**src/hdl/alu_params.svh**
```systemverilog
`ifndef ALU_PARAMS_SVH
`define ALU_PARAMS_SVH

// datapath width of the operands
`define ALU_WIDTH 32

// opcode encoding of the datapath control unit
`define ALU_OP_ADD  5'd3
`define ALU_OP_SUB  5'd4
`define ALU_OP_AND  5'd5
`define ALU_OP_OR   5'd6
`define ALU_OP_ROR  5'd7
`define ALU_OP_ROL  5'd8
`define ALU_OP_SHR  5'd9
`define ALU_OP_SHRA 5'd10
`define ALU_OP_SHL  5'd11

// multi-cycle ops
`define ALU_OP_DIV  5'd15
`define ALU_OP_MUL  5'd16

// unary ops, both work on a only
`define ALU_OP_NEG  5'd17
`define ALU_OP_NOT  5'd18

`endif
```
**src/hdl/alu_pkg.sv**
```systemverilog
`include "alu_params.svh"

package alu_pkg;

	typedef logic [4:0] alu_opcode_t;

	// upper and lower words of a signed product
	typedef struct packed {
		logic [`ALU_WIDTH-1:0] hi;
		logic [`ALU_WIDTH-1:0] lo;
	} alu_product_t;

	typedef struct packed {
		logic [`ALU_WIDTH-1:0] remainder; // upper word, lands in hi
		logic [`ALU_WIDTH-1:0] quotient;
	} alu_quotient_t;

	// one 64-bit word, read as product or as quotient/remainder
	typedef union packed {
		alu_product_t  prod;
		alu_quotient_t quot;
	} alu_wide_t;

endpackage

```
**src/hdl/alu.sv**
```systemverilog
`timescale 1ns/10ps
`include "alu_params.svh"

module alu
	import alu_pkg::*;
(
	input  logic                    clock,
	input  logic                    rst,
	input  logic                    go,
	input  alu_opcode_t             opcode,
	input  logic [`ALU_WIDTH-1:0]   a,
	input  logic [`ALU_WIDTH-1:0]   b,
	output logic [2*`ALU_WIDTH-1:0] z,
	output logic [`ALU_WIDTH-1:0]   hi,
	output logic [`ALU_WIDTH-1:0]   lo,
	output logic                    busy,
	output logic                    done
);

	logic                  accept;
	logic                  is_neg;
	logic                  is_multi;
	logic [`ALU_WIDTH-1:0] add_result;
	logic [`ALU_WIDTH-1:0] shift_result;
	logic [`ALU_WIDTH-1:0] single_result;
	logic                  mul_busy, mul_done;
	logic                  div_busy, div_done;
	alu_wide_t             mul_product;
	alu_wide_t             div_result;

	// held until the result of a mul or div has been copied
	assign busy = mul_busy | div_busy | mul_done | div_done;
	assign accept = go & ~busy;
	assign is_neg = (opcode == `ALU_OP_NEG);
	assign is_multi = (opcode == `ALU_OP_MUL) || (opcode == `ALU_OP_DIV);

	// negate is 0 - a
	ripple_adder u_adder (
		.a   (is_neg ? '0 : a),
		.b   (is_neg ? a : b),
		.sub ((opcode == `ALU_OP_SUB) || is_neg),
		.sum (add_result)
	);

	barrel_shifter u_shifter (
		.value  (a),
		.amount (b[4:0]),
		.right  ((opcode == `ALU_OP_SHR) || (opcode == `ALU_OP_SHRA) || (opcode == `ALU_OP_ROR)),
		.arith  (opcode == `ALU_OP_SHRA),
		.rotate ((opcode == `ALU_OP_ROR) || (opcode == `ALU_OP_ROL)),
		.result (shift_result)
	);

	booth_multiplier u_mul (
		.clock        (clock),
		.rst          (rst),
		.start        (accept && (opcode == `ALU_OP_MUL)),
		.multiplicand (a),
		.multiplier   (b),
		.busy         (mul_busy),
		.done         (mul_done),
		.product      (mul_product)
	);

	restoring_divider u_div (
		.clock    (clock),
		.rst      (rst),
		.start    (accept && (opcode == `ALU_OP_DIV)),
		.dividend (a),
		.divisor  (b),
		.busy     (div_busy),
		.done     (div_done),
		.result   (div_result)
	);

	always_comb begin
		case (opcode)
			`ALU_OP_AND: single_result = a & b;
			`ALU_OP_OR: single_result = a | b;
			`ALU_OP_NOT: single_result = ~a;
			`ALU_OP_ADD, `ALU_OP_SUB, `ALU_OP_NEG: single_result = add_result;
			`ALU_OP_SHR, `ALU_OP_SHRA, `ALU_OP_SHL,
			`ALU_OP_ROR, `ALU_OP_ROL: single_result = shift_result;
			default: single_result = '0; // unknown opcode gives zero
		endcase
	end

	always_ff @(posedge clock) begin
		if (rst) begin
			z    <= '0;
			hi   <= '0;
			lo   <= '0;
			done <= 1'b0;
		end else begin
			done <= 1'b0;
			if (mul_done) begin
				z    <= mul_product;
				hi   <= mul_product.prod.hi;
				lo   <= mul_product.prod.lo;
				done <= 1'b1;
			end else if (div_done) begin
				z    <= div_result;
				hi   <= div_result.quot.remainder;
				lo   <= div_result.quot.quotient;
				done <= 1'b1;
			end else if (accept && !is_multi) begin
				z    <= {{`ALU_WIDTH{1'b0}}, single_result}; // hi and lo untouched
				done <= 1'b1;
			end
		end
	end

endmodule

```
**src/hdl/restoring_divider.sv**
```systemverilog
`timescale 1ns/10ps
`include "alu_params.svh"

module restoring_divider
	import alu_pkg::*;
(
	input  logic                  clock,
	input  logic                  rst,
	input  logic                  start,
	input  logic [`ALU_WIDTH-1:0] dividend,
	input  logic [`ALU_WIDTH-1:0] divisor,
	output logic                  busy,
	output logic                  done,
	output alu_wide_t             result
);

	localparam int W = `ALU_WIDTH;

	logic [W-1:0] rem;
	logic [W-1:0] quo;         // dividend magnitude shifts out, quotient bits shift in
	logic [W-1:0] dvs;         // divisor magnitude
	logic [W-1:0] dividend_q;
	logic         neg_q;
	logic         neg_r;
	logic         div_zero;
	logic [W:0]   shifted;
	logic [W:0]   diff;
	logic [4:0]   step;

	assign shifted = {rem, quo[W-1]};

	ripple_adder #(.WIDTH(W + 1)) u_trial (
		.a   (shifted),
		.b   ({1'b0, dvs}),
		.sub (1'b1),
		.sum (diff)
	);

	always_ff @(posedge clock) begin
		if (rst) begin
			busy <= 1'b0;
			done <= 1'b0;
			step <= '0;
		end else begin
			done <= 1'b0;
			if (start && !busy) begin
				busy <= 1'b1;
				step <= '0;
			end else if (busy) begin
				step <= step + 5'd1;
				if (step == 5'd31) begin
					busy <= 1'b0;
					done <= 1'b1;
				end
			end
		end
	end

	always_ff @(posedge clock) begin
		if (start && !busy) begin
			rem        <= '0;
			quo        <= dividend[W-1] ? -dividend : dividend;
			dvs        <= divisor[W-1] ? -divisor : divisor;
			dividend_q <= dividend;
			neg_q      <= dividend[W-1] ^ divisor[W-1];
			neg_r      <= dividend[W-1]; // remainder follows the dividend
			div_zero   <= (divisor == '0);
		end else if (busy) begin
			if (diff[W]) begin // negative, keep the old remainder
				rem <= shifted[W-1:0];
				quo <= {quo[W-2:0], 1'b0};
			end else begin
				rem <= diff[W-1:0];
				quo <= {quo[W-2:0], 1'b1};
			end
		end
	end

	always_comb begin
		if (div_zero) begin
			result.quot.remainder = dividend_q;
			result.quot.quotient  = '1;
		end else begin
			result.quot.remainder = neg_r ? -rem : rem;
			result.quot.quotient  = neg_q ? -quo : quo;
		end
	end

endmodule

```
**src/hdl/booth_multiplier.sv**
```systemverilog
`timescale 1ns/10ps
`include "alu_params.svh"

module booth_multiplier
	import alu_pkg::*;
(
	input  logic                  clock,
	input  logic                  rst,
	input  logic                  start,
	input  logic [`ALU_WIDTH-1:0] multiplicand,
	input  logic [`ALU_WIDTH-1:0] multiplier,
	output logic                  busy,
	output logic                  done,
	output alu_wide_t             product
);

	localparam int W = `ALU_WIDTH;

	// one guard bit so that adding or subtracting -2^31 cannot overflow
	logic [W:0] acc;
	logic [W:0] mcand;
	logic [W:0] acc_sum;
	logic [W:0] acc_next;
	logic [W:0] mq;    // multiplier, extra low bit below it
	logic [1:0] pair;
	logic [4:0] step;

	assign pair = mq[1:0];

	ripple_adder #(.WIDTH(W + 1)) u_add (
		.a   (acc),
		.b   (mcand),
		.sub (pair == 2'b10),
		.sum (acc_sum)
	);

	// 00 and 11 keep the accumulator
	assign acc_next = (pair[1] ^ pair[0]) ? acc_sum : acc;

	always_ff @(posedge clock) begin
		if (rst) begin
			busy <= 1'b0;
			done <= 1'b0;
			step <= '0;
		end else begin
			done <= 1'b0;
			if (start && !busy) begin
				busy <= 1'b1;
				step <= '0;
			end else if (busy) begin
				step <= step + 5'd1;
				if (step == 5'd31) begin // last step
					busy <= 1'b0;
					done <= 1'b1;
				end
			end
		end
	end

	always_ff @(posedge clock) begin
		if (start && !busy) begin
			acc   <= '0;
			mq    <= {multiplier, 1'b0};
			mcand <= {multiplicand[W-1], multiplicand};
		end else if (busy) begin
			// arithmetic shift right of {acc, mq}
			acc <= {acc_next[W], acc_next[W:1]};
			mq  <= {acc_next[0], mq[W:1]};
		end
	end

	always_comb begin
		product.prod.hi = acc[W-1:0];
		product.prod.lo = mq[W:1];
	end

endmodule

```
**src/hdl/barrel_shifter.sv**
```systemverilog
`timescale 1ns/10ps
`include "alu_params.svh"

module barrel_shifter (
	input  logic [`ALU_WIDTH-1:0] value,
	input  logic [4:0]            amount,
	input  logic                  right,
	input  logic                  arith,
	input  logic                  rotate,
	output logic [`ALU_WIDTH-1:0] result
);

	logic [`ALU_WIDTH-1:0] stage [0:5];
	logic                  sign_fill;

	function automatic logic [`ALU_WIDTH-1:0] reverse_bits(input logic [`ALU_WIDTH-1:0] v);
		logic [`ALU_WIDTH-1:0] r;
		for (int i = 0; i < `ALU_WIDTH; i++) begin
			r[i] = v[`ALU_WIDTH-1-i];
		end
		return r;
	endfunction

	// left ops run through the right-shift stages on the mirrored word
	assign stage[0] = right ? value : reverse_bits(value);

	assign sign_fill = arith & right & value[`ALU_WIDTH-1];

	// stage k shifts by 16 >> k under amount bit 4-k
	for (genvar k = 0; k < 5; k++) begin : g_stage
		localparam int SHIFT = (`ALU_WIDTH / 2) >> k;

		logic [SHIFT-1:0] fill;

		// wrapped bits, sign copies or zeros
		assign fill = rotate ? stage[k][SHIFT-1:0] : {SHIFT{sign_fill}};

		assign stage[k+1] = amount[4-k] ? {fill, stage[k][`ALU_WIDTH-1:SHIFT]} : stage[k];
	end

	assign result = right ? stage[5] : reverse_bits(stage[5]);

endmodule

```
**src/hdl/ripple_adder.sv**
```systemverilog
`timescale 1ns/10ps
`include "alu_params.svh"

module ripple_adder #(
	parameter int WIDTH = `ALU_WIDTH
) (
	input  logic [WIDTH-1:0] a,
	input  logic [WIDTH-1:0] b,
	input  logic             sub,
	output logic [WIDTH-1:0] sum
);

	logic [WIDTH-1:0] b_eff;
	logic [WIDTH-1:0] carry;

	// a - b is a + ~b + 1
	assign b_eff = b ^ {WIDTH{sub}};
	assign carry[0] = sub;

	for (genvar i = 0; i < WIDTH; i++) begin : g_cell
		assign sum[i] = a[i] ^ b_eff[i] ^ carry[i];

		// carry out of the top cell is not needed
		if (i < WIDTH - 1) begin : g_carry
			assign carry[i+1] = (a[i] & b_eff[i]) | (carry[i] & (a[i] ^ b_eff[i]));
		end
	end

endmodule

```
**config.mk**
```make
export PLATFORM = sky130hd
export DESIGN_NAME = alu
export DESIGN_NICKNAME = d
export VERILOG_FILES = /design/src/hdl/alu_pkg.sv /design/src/hdl/alu.sv /design/src/hdl/restoring_divider.sv /design/src/hdl/booth_multiplier.sv /design/src/hdl/barrel_shifter.sv /design/src/hdl/ripple_adder.sv
export VERILOG_INCLUDE_DIRS = /design/src /design/src/hdl
export SDC_FILE = /design/constraint.sdc
export NUM_CORES = 1
export LEC_CHECK = 0
export ABC_AREA = 1
export ABC_CLOCK_PERIOD_IN_PS = 45600
export BUFFER_PORTS_ARGS = -buffer_cell sky130_fd_sc_hd__buf_2
export CAP_MARGIN = 10
export CORE_MARGIN = 2
export CORE_UTILIZATION = 55
export CTS_BUF_LIST = sky130_fd_sc_hd__clkbuf_16
export CTS_CLUSTER_SIZE = 12
export DETAILED_ROUTE_END_ITERATION = 10
export PLACE_DENSITY = 0.74
export RECOVER_POWER = 100
export SYNTH_ARGS = -nofsm -noshare
export SYNTH_HDL_FRONTEND = slang
export SYNTH_SLANG_ARGS = --single-unit
```
**constraint.sdc**
```tcl
create_clock -name clock -period 45.6 [get_ports clock]
set_input_delay 6.84 -clock clock [delete_from_list [all_inputs] [get_ports clock]]
set_output_delay 6.84 -clock clock [all_outputs]
set_load 0.01 [all_outputs]
```
==> qor.yml, run 1 <==
cts_tree: "done"
crit_path_max_incr_delay_ps: 1170
slowest_stage: "clkbuf_1"
status: "finished, violations left"
area_growth_pct: 8.82
reg2reg_from: "u_mul.mq[1]$_DFFE_PP_"
critPathTopFamily: "adder cells"
vias: 25580
yosys.area.top_type_share_pct: 19.7
finalInstanceArea_um2: 26900
power_mw: 0.984
layout_commonest_cell: "nand2_1"
grt_max_degree: 105
crit_start: "b[0]"
critPathMostFrequentCell: "fa_1"
fin_crit_ps: 21030
setup_viol: 0
die_area_um2: 46700
hold_buffers: 0
max_freq_mhz: 47.6
hold_violations: 0
grt-ovfl-total: 0
io_buffers: 201
slew_viol_final: 732
final.setup.tns_ps: 0
grt_pass1_vias: 24417
path_depth: 43
drtPass1Iterations: 8
cts.sinks: 370
required_ps: 46100
io_pins: 202
maxCapViolations: 16
drc: 0
min_path_type: "reg2reg"
dpl.hpwl_um: 74900
crit_type: "in2reg"
power_frac_seq_pct: 40.9
syn_inst: 3358
grt_pass1_wl_um: 151000
track_usage_pct: 43.3
p_per_area_nw_per_um2: 36.6
clock_latency_ps: 600
r2r_end: "u_mul.acc[30]$_SDFFE_PP0P_"
cp-end-kind: "flop"
start_util_pct: 55.8
drive_above_1_share_pct: 6.16
synthTopCellsByArea: "edfxtp_1, dfxtp_1, nand2_1"
cts-htree-levels: 2
clock-root-buffer: "clkbuf_16"
worst_ep_arrival_time_ps: 21530
violations: "capacitance limit, slew limit"
ant_nets: 0
place.gp.congestion: 1.07
rsz0062_at_grt: "false"
synth_nets: 3535
yosys.area.top_type: "edfxtp_1"
slew_headroom_pct: -203
syn_area_per_cell_um2: 7.36
cts_setup_buffers: 0
post_dp_cell_area_um2: 25900
antenna_found_initial: 7
power_frac_clock_pct: 32.2
min_period_over_period_pct: 46.1
endpoint: "z[31]$_SDFFE_PP0P_"
ys_ff_latch: 370
synth-seq-area-share_pct: 36.5
drt-total-wl_um: 102000
cts_inserted_buffers: 41
synth.distinct_cells: 53
worst-path-buf-inv: 4
final_cell_mix: "nand2_1, nand3_1, o21ai_0, inv_1"
reg2reg_slack_ps: 28590
critPathLaunchType: "input pin"
die-width_um: 216
fillers: 4078
hold_slack_ps: 467
path_max_fanout: 33
clock_skew_ps: 38.0
first_iter_violations: 3587
tightest_slew_ps: 4540
via_per_inst: 6.31
p_sw_share_pct: 35.5
ir_worst_vdd_mv: 0.0354
cts.path.max_buffers: 3
wire_per_inst_um: 25.3
die_y_um: 216
p_comb_share_pct: 26.9
final_nets: 3602
fin_util_pct: 60.7
leakage_nw: 11.6
ys_warn_count: 0
syn-cell-area_um2: 24700
reg2reg_depth: 39
post_cts_resize_count: 0
coreArea_um2: 44300
row_count: 77
power.switching_mw: 0.349
path_clk_slew_ps: 60
cell_internal_pwr_mw: 0.635
synthesized netlist by cell type (all sizes together):
cell type,number
xor2,65
o2bb2ai,1
a31oi,4
a22oi,10
a2bb2oi,2
o22ai,35
or3,1
a21boi,2
or2,36
o31ai,3
nor3b,2
o32ai,1
nand2,738
fa,93
o21a,3
clkinv,8
nor4,7
a221oi,25
and3,2
a211oi,5
xnor2,31
buf,65
a2111oi,1
and2,3
a41oi,1
nand3b,1
nor2,212
ha,12
dfxtp,208
nand4,13
inv,326
clkbuf,151
o221ai,6
nand3,469
a21oi,213
o21ai,343
nor3,54
o211ai,44
edfxtp,162
state kept, by name, indices dropped and copies added, names as in the netlist:
name and count:
z 64, u_mul.mq 33, hi 32, lo 32, u_div.dvs 32, u_div.quo 32, u_div.rem 32, u_mul.acc 32
u_mul.mcand 32, u_div.dividend_q 31, u_div.step 5, u_mul.step 5, done 1, u_div.busy 1, u_div.div_zero 1, u_div.done 1
u_div.neg_q 1, u_div.neg_r 1, u_mul.busy 1, u_mul.done 1
logic make-up after synthesis:
kind of cell / Yosys count / share of synthesized area (%)
AO/OA/AOI/OAI: 699 / 15.7
XOR/XNOR: 96 / 3.40
adder cells (fa/ha/maj): 105 / 8.14
buffers and inverters: 550 / 8.71
flip-flops: 370 / 36.5
AND/OR/NAND/NOR: 1538 / 27.5
layer usage:
layer,GRT usage (%),share of wire (%)
met1,54.2,37
met2,68.1,45
met3,10.1,11
met4,26.5,7.2
met5,0,0.053
power groups by stage:
stage	combinational, mW	sequential, mW	clock [mW]
3_5_place_dp	0.257	0.407	0
6_report	0.264	0.402	0.317
3_3_place_gp	0.244	0.405	0
5_1_grt	0.293	0.405	0.329
4_1_cts	0.259	0.400	0.316
2_1_floorplan	0.181	0.400	0
cell type report:
cell class,instances,area (µm²),share of cell area (%)
clock inverter,31,158,0.586
sequential,370,9030,33.6
antenna,2,5.00,0.0186
timing repair buffer,240,1040,3.88
clock buffer,44,1100,4.09
multi-input combinational,2438,13600,50.4
inverter,334,1250,4.66
tap,592,741,2.75
worst min-delay path by stage:
| stage | from | endpoint | slack (ps) | cells after the start |
|---|---|---|---|---|
| after floorplan | u_div.step[4]$_SDFFE_PP0P_ | u_div.step[4]$_SDFFE_PP0P_ | 440 | 2 |
| after global placement | z[32]$_SDFFE_PP0P_ | z[32]$_SDFFE_PP0P_ | 450 | 2 |
| after detailed placement | z[50]$_SDFFE_PP0P_ | z[50]$_SDFFE_PP0P_ | 460 | 2 |
| after CTS | z[50]$_SDFFE_PP0P_ | z[50]$_SDFFE_PP0P_ | 470 | 2 |
| after global routing | z[50]$_SDFFE_PP0P_ | z[50]$_SDFFE_PP0P_ | 490 | 2 |
| final | z[50]$_SDFFE_PP0P_ | z[50]$_SDFFE_PP0P_ | 470 | 2 |
worst min-delay path, delay by kind of cell, from the launching register on:
kind | cells | cell delay (ps)
and+or+nand+nor | 1 | 60
DFF | 1 | 310
AOI/OAI and AO/OA | 1 | 50
metrics by stage:
| stage | cells | worst slack, ps |
|---|---|---|
| after CTS | 4049 | 24960 |
| final | 4051 | 24570 |
| after global routing | 4050 | 24210 |
| after floorplan | 3358 | 25790 |
| after global placement | 3974 | 24590 |
| after detailed placement | 3974 | 24390 |
Power figures use the tool's default switching activity.
==> run 2: changes to the inputs <==
Settings changed: ABC_CLOCK_PERIOD_IN_PS 45600 to 19100, PLACE_DENSITY 0.74 to 0.77.
Clock period 45.6 ns to 19.1 ns, I/O delays scaled along.
==> run 2 against run 1 <==
Effect of this change: the run ends with DRC, capacitance limit, slew limit left; via count fell by 1.1%; sequential power rose by 140%; global-route usage fell by 1.7 points; final cell count did not move; cell area fell by 0.39%; core utilization fell by 0.24 points; die area did not move; hold slack got worse by 6.2 ps; critical path depth did not move; sequential share of layout area rose by 0.13 points; largest cell class unchanged.
==> qor.yml, run 2 (synthesized netlist as in run 1, its figures left out) <==
min_path_type: "reg2reg"
dp_slack_ps: 2310  # -22,080 ps
drc: 2  # +2
cts_setup_buffers: 0  # unchanged
p_comb_share_pct: 27.2  # +0.3 points
worst_ep_arrival_time_ps: 17300  # -4230 ps
critPathMostFrequentCell: "fa_1"
min_period_over_period_pct: 88.0
cts.sinks: 370  # unchanged
fin_util_pct: 60.5  # -0.24 points
antenna_found_initial: 6  # -1
grt_max_degree: 105  # unchanged
power.switching_mw: 0.830  # +140%
regMostFlops: "z"
layout_commonest_cell: "nand2_1"
final.setup.tns_ps: 0  # unchanged
cts.path.max_buffers: 3  # unchanged
p_sw_share_pct: 35.7  # +0.27 points
start_util_pct: 55.8  # unchanged
grt-ovfl-total: 0  # unchanged
maxCapViolations: 17  # +1
largest_reg_flops: 64  # unchanged
crit_path_max_incr_delay_ps: 1110  # -60 ps
drive_above_1_share_pct: 5.88  # -0.28 points
register_area_um2: 9030  # about the same
power_frac_clock_pct: 31.5  # -0.7 points
p_per_area_nw_per_um2: 86.6  # +140%
max_freq_mhz: 59.5
io_pins: 202  # unchanged
status: "finished, violations left"
cts_tree: "done"
place.gp.congestion: 1.07  # about the same
critPathTopFamily: "adder cells"
die-width_um: 216  # unchanged
setup_viol: 0  # unchanged
slew_headroom_pct: -206  # -3.0 points
grt_pass1_wl_um: 146000  # -3.3%
power_frac_seq_pct: 41.3  # +0.4 points
cp-end-kind: "flop"
row_count: 77  # unchanged
fin_crit_ps: 16810
final_nets: 3598  # -0.11%
dpl.hpwl_um: 72700  # -2.9%
cts-htree-levels: 2  # unchanged
multi_input_area_um2: 13500  # -0.21%
violations: "DRC, capacitance limit, slew limit"
drtPass1Iterations: 10  # +2
leakage_nw: 11.5  # -0.55%
clock_skew_ps: 31.4  # -6.57 ps
io_buffers: 201  # unchanged
clock_latency_ps: 590  # about the same
critPathLaunchType: "input pin"
clock-root-buffer: "clkbuf_16"
coreArea_um2: 44300  # unchanged
ant_nets: 0  # unchanged
post_cts_resize_count: 0  # unchanged
first_iter_violations: 3179  # -11%
vias: 25310  # -1.1%
track_usage_pct: 41.5  # -1.7 points
cts_inserted_buffers: 41  # unchanged
slowest_stage: "clkbuf_1"
grt_pass1_vias: 23800  # -2.5%
ir_worst_vdd_mv: 0.0782  # +120%
top_regs: "z x64, u_mul.mq x33"
hold_violations: 0  # unchanged
fillers: 4126  # +1.2%
cell_internal_pwr_mw: 1.49  # +140%
path_max_fanout: 33  # unchanged
rsz0062_at_grt: "false"
required_ps: 19590  # -26,510 ps
final_cell_mix: "nand2_1, nand3_1, o21ai_0, inv_1"
path_clk_slew_ps: 60  # about the same
area_growth_pct: 8.40
die_area_um2: 46700  # unchanged
via_per_inst: 6.25  # -1.1%
wire_per_inst_um: 24.4  # -3.5%
worst-path-buf-inv: 4  # unchanged
tightest_slew_ps: 4590  # +44.7 ps
crit_type: "in2reg"
hold_buffers: 0  # unchanged
drt-total-wl_um: 98700  # -3.5%
fin_ws_ps: 2290  # -22,280 ps
slew_viol_final: 821  # +12%
die_y_um: 216  # unchanged
-- run 2: cell count changes in the layout (fill, tap and decap cells not counted), sizes merged --
| cell | change |
|---|---|
| diode | +4 |
| inv | -6 |
| clkbuf | -2 |
| clkinv | +9 |
| buf | -5 |
-- run 2: tightest hold or removal path: cells and delay by family, from the launching register on --
family / cells / cell delay [ps]
simple gates: 1 / 60
compound gates: 1 / 50
flops: 1 / 300
-- run 2: area by class of cell --
class,instances,area share (%)
repair buffers,236,3.78
diodes,6,0.0560
flip-flops and latches,370,33.7
well taps,592,2.76
clock inverters,34,0.668
inverters,334,4.68
multi-input cells,2438,50.5
clock buffers,41,3.83
-- run 2: worst paths after layout --
check	startpoint	end	slack, ps	cells past startpoint
setup / recovery	b[0]	z[31]$_SDFFE_PP0P_	2290	43
hold / removal	z[33]$_SDFFE_PP0P_	z[33]$_SDFFE_PP0P_	460	2
setup reg to reg	u_mul.mq[1]$_DFFE_PP_	u_mul.acc[30]$_SDFFE_PP0P_	2560	39
hold reg to reg	z[33]$_SDFFE_PP0P_	z[33]$_SDFFE_PP0P_	460	2
-- run 2: stage by stage --
stage	hold WS [ps]	instances	total power, mW	cell area, µm²
final	460	4051	2.32	26800
after detailed placement	451	3970	1.59	25900
after floorplan	444	3358	1.39	24700
after global placement	450	3970	1.55	25900
after global routing	484	4046	2.43	26800
after CTS	458	4045	2.31	27100
-- run 2: power groups by stage --
| stage | clock network (mW) | registers [mW] | logic [mW] |
|---|---|---|---|
| after floorplan | 0 | 0.956 | 0.431 |
| after global placement | 0 | 0.968 | 0.586 |
| after detailed placement | 0 | 0.970 | 0.618 |
| after CTS | 0.729 | 0.955 | 0.622 |
| after global routing | 0.758 | 0.966 | 0.707 |
| final | 0.730 | 0.959 | 0.633 |
-- run 2: per-layer routing --
metal | routed length (µm) | share of wire, % | global-route usage, %
met5 | 39 | 0.040 | 0
met4 | 7280 | 7.4 | 26.4
met3 | 11300 | 11 | 10.7
met2 | 44300 | 45 | 65.7
met1 | 35800 | 36 | 50.6
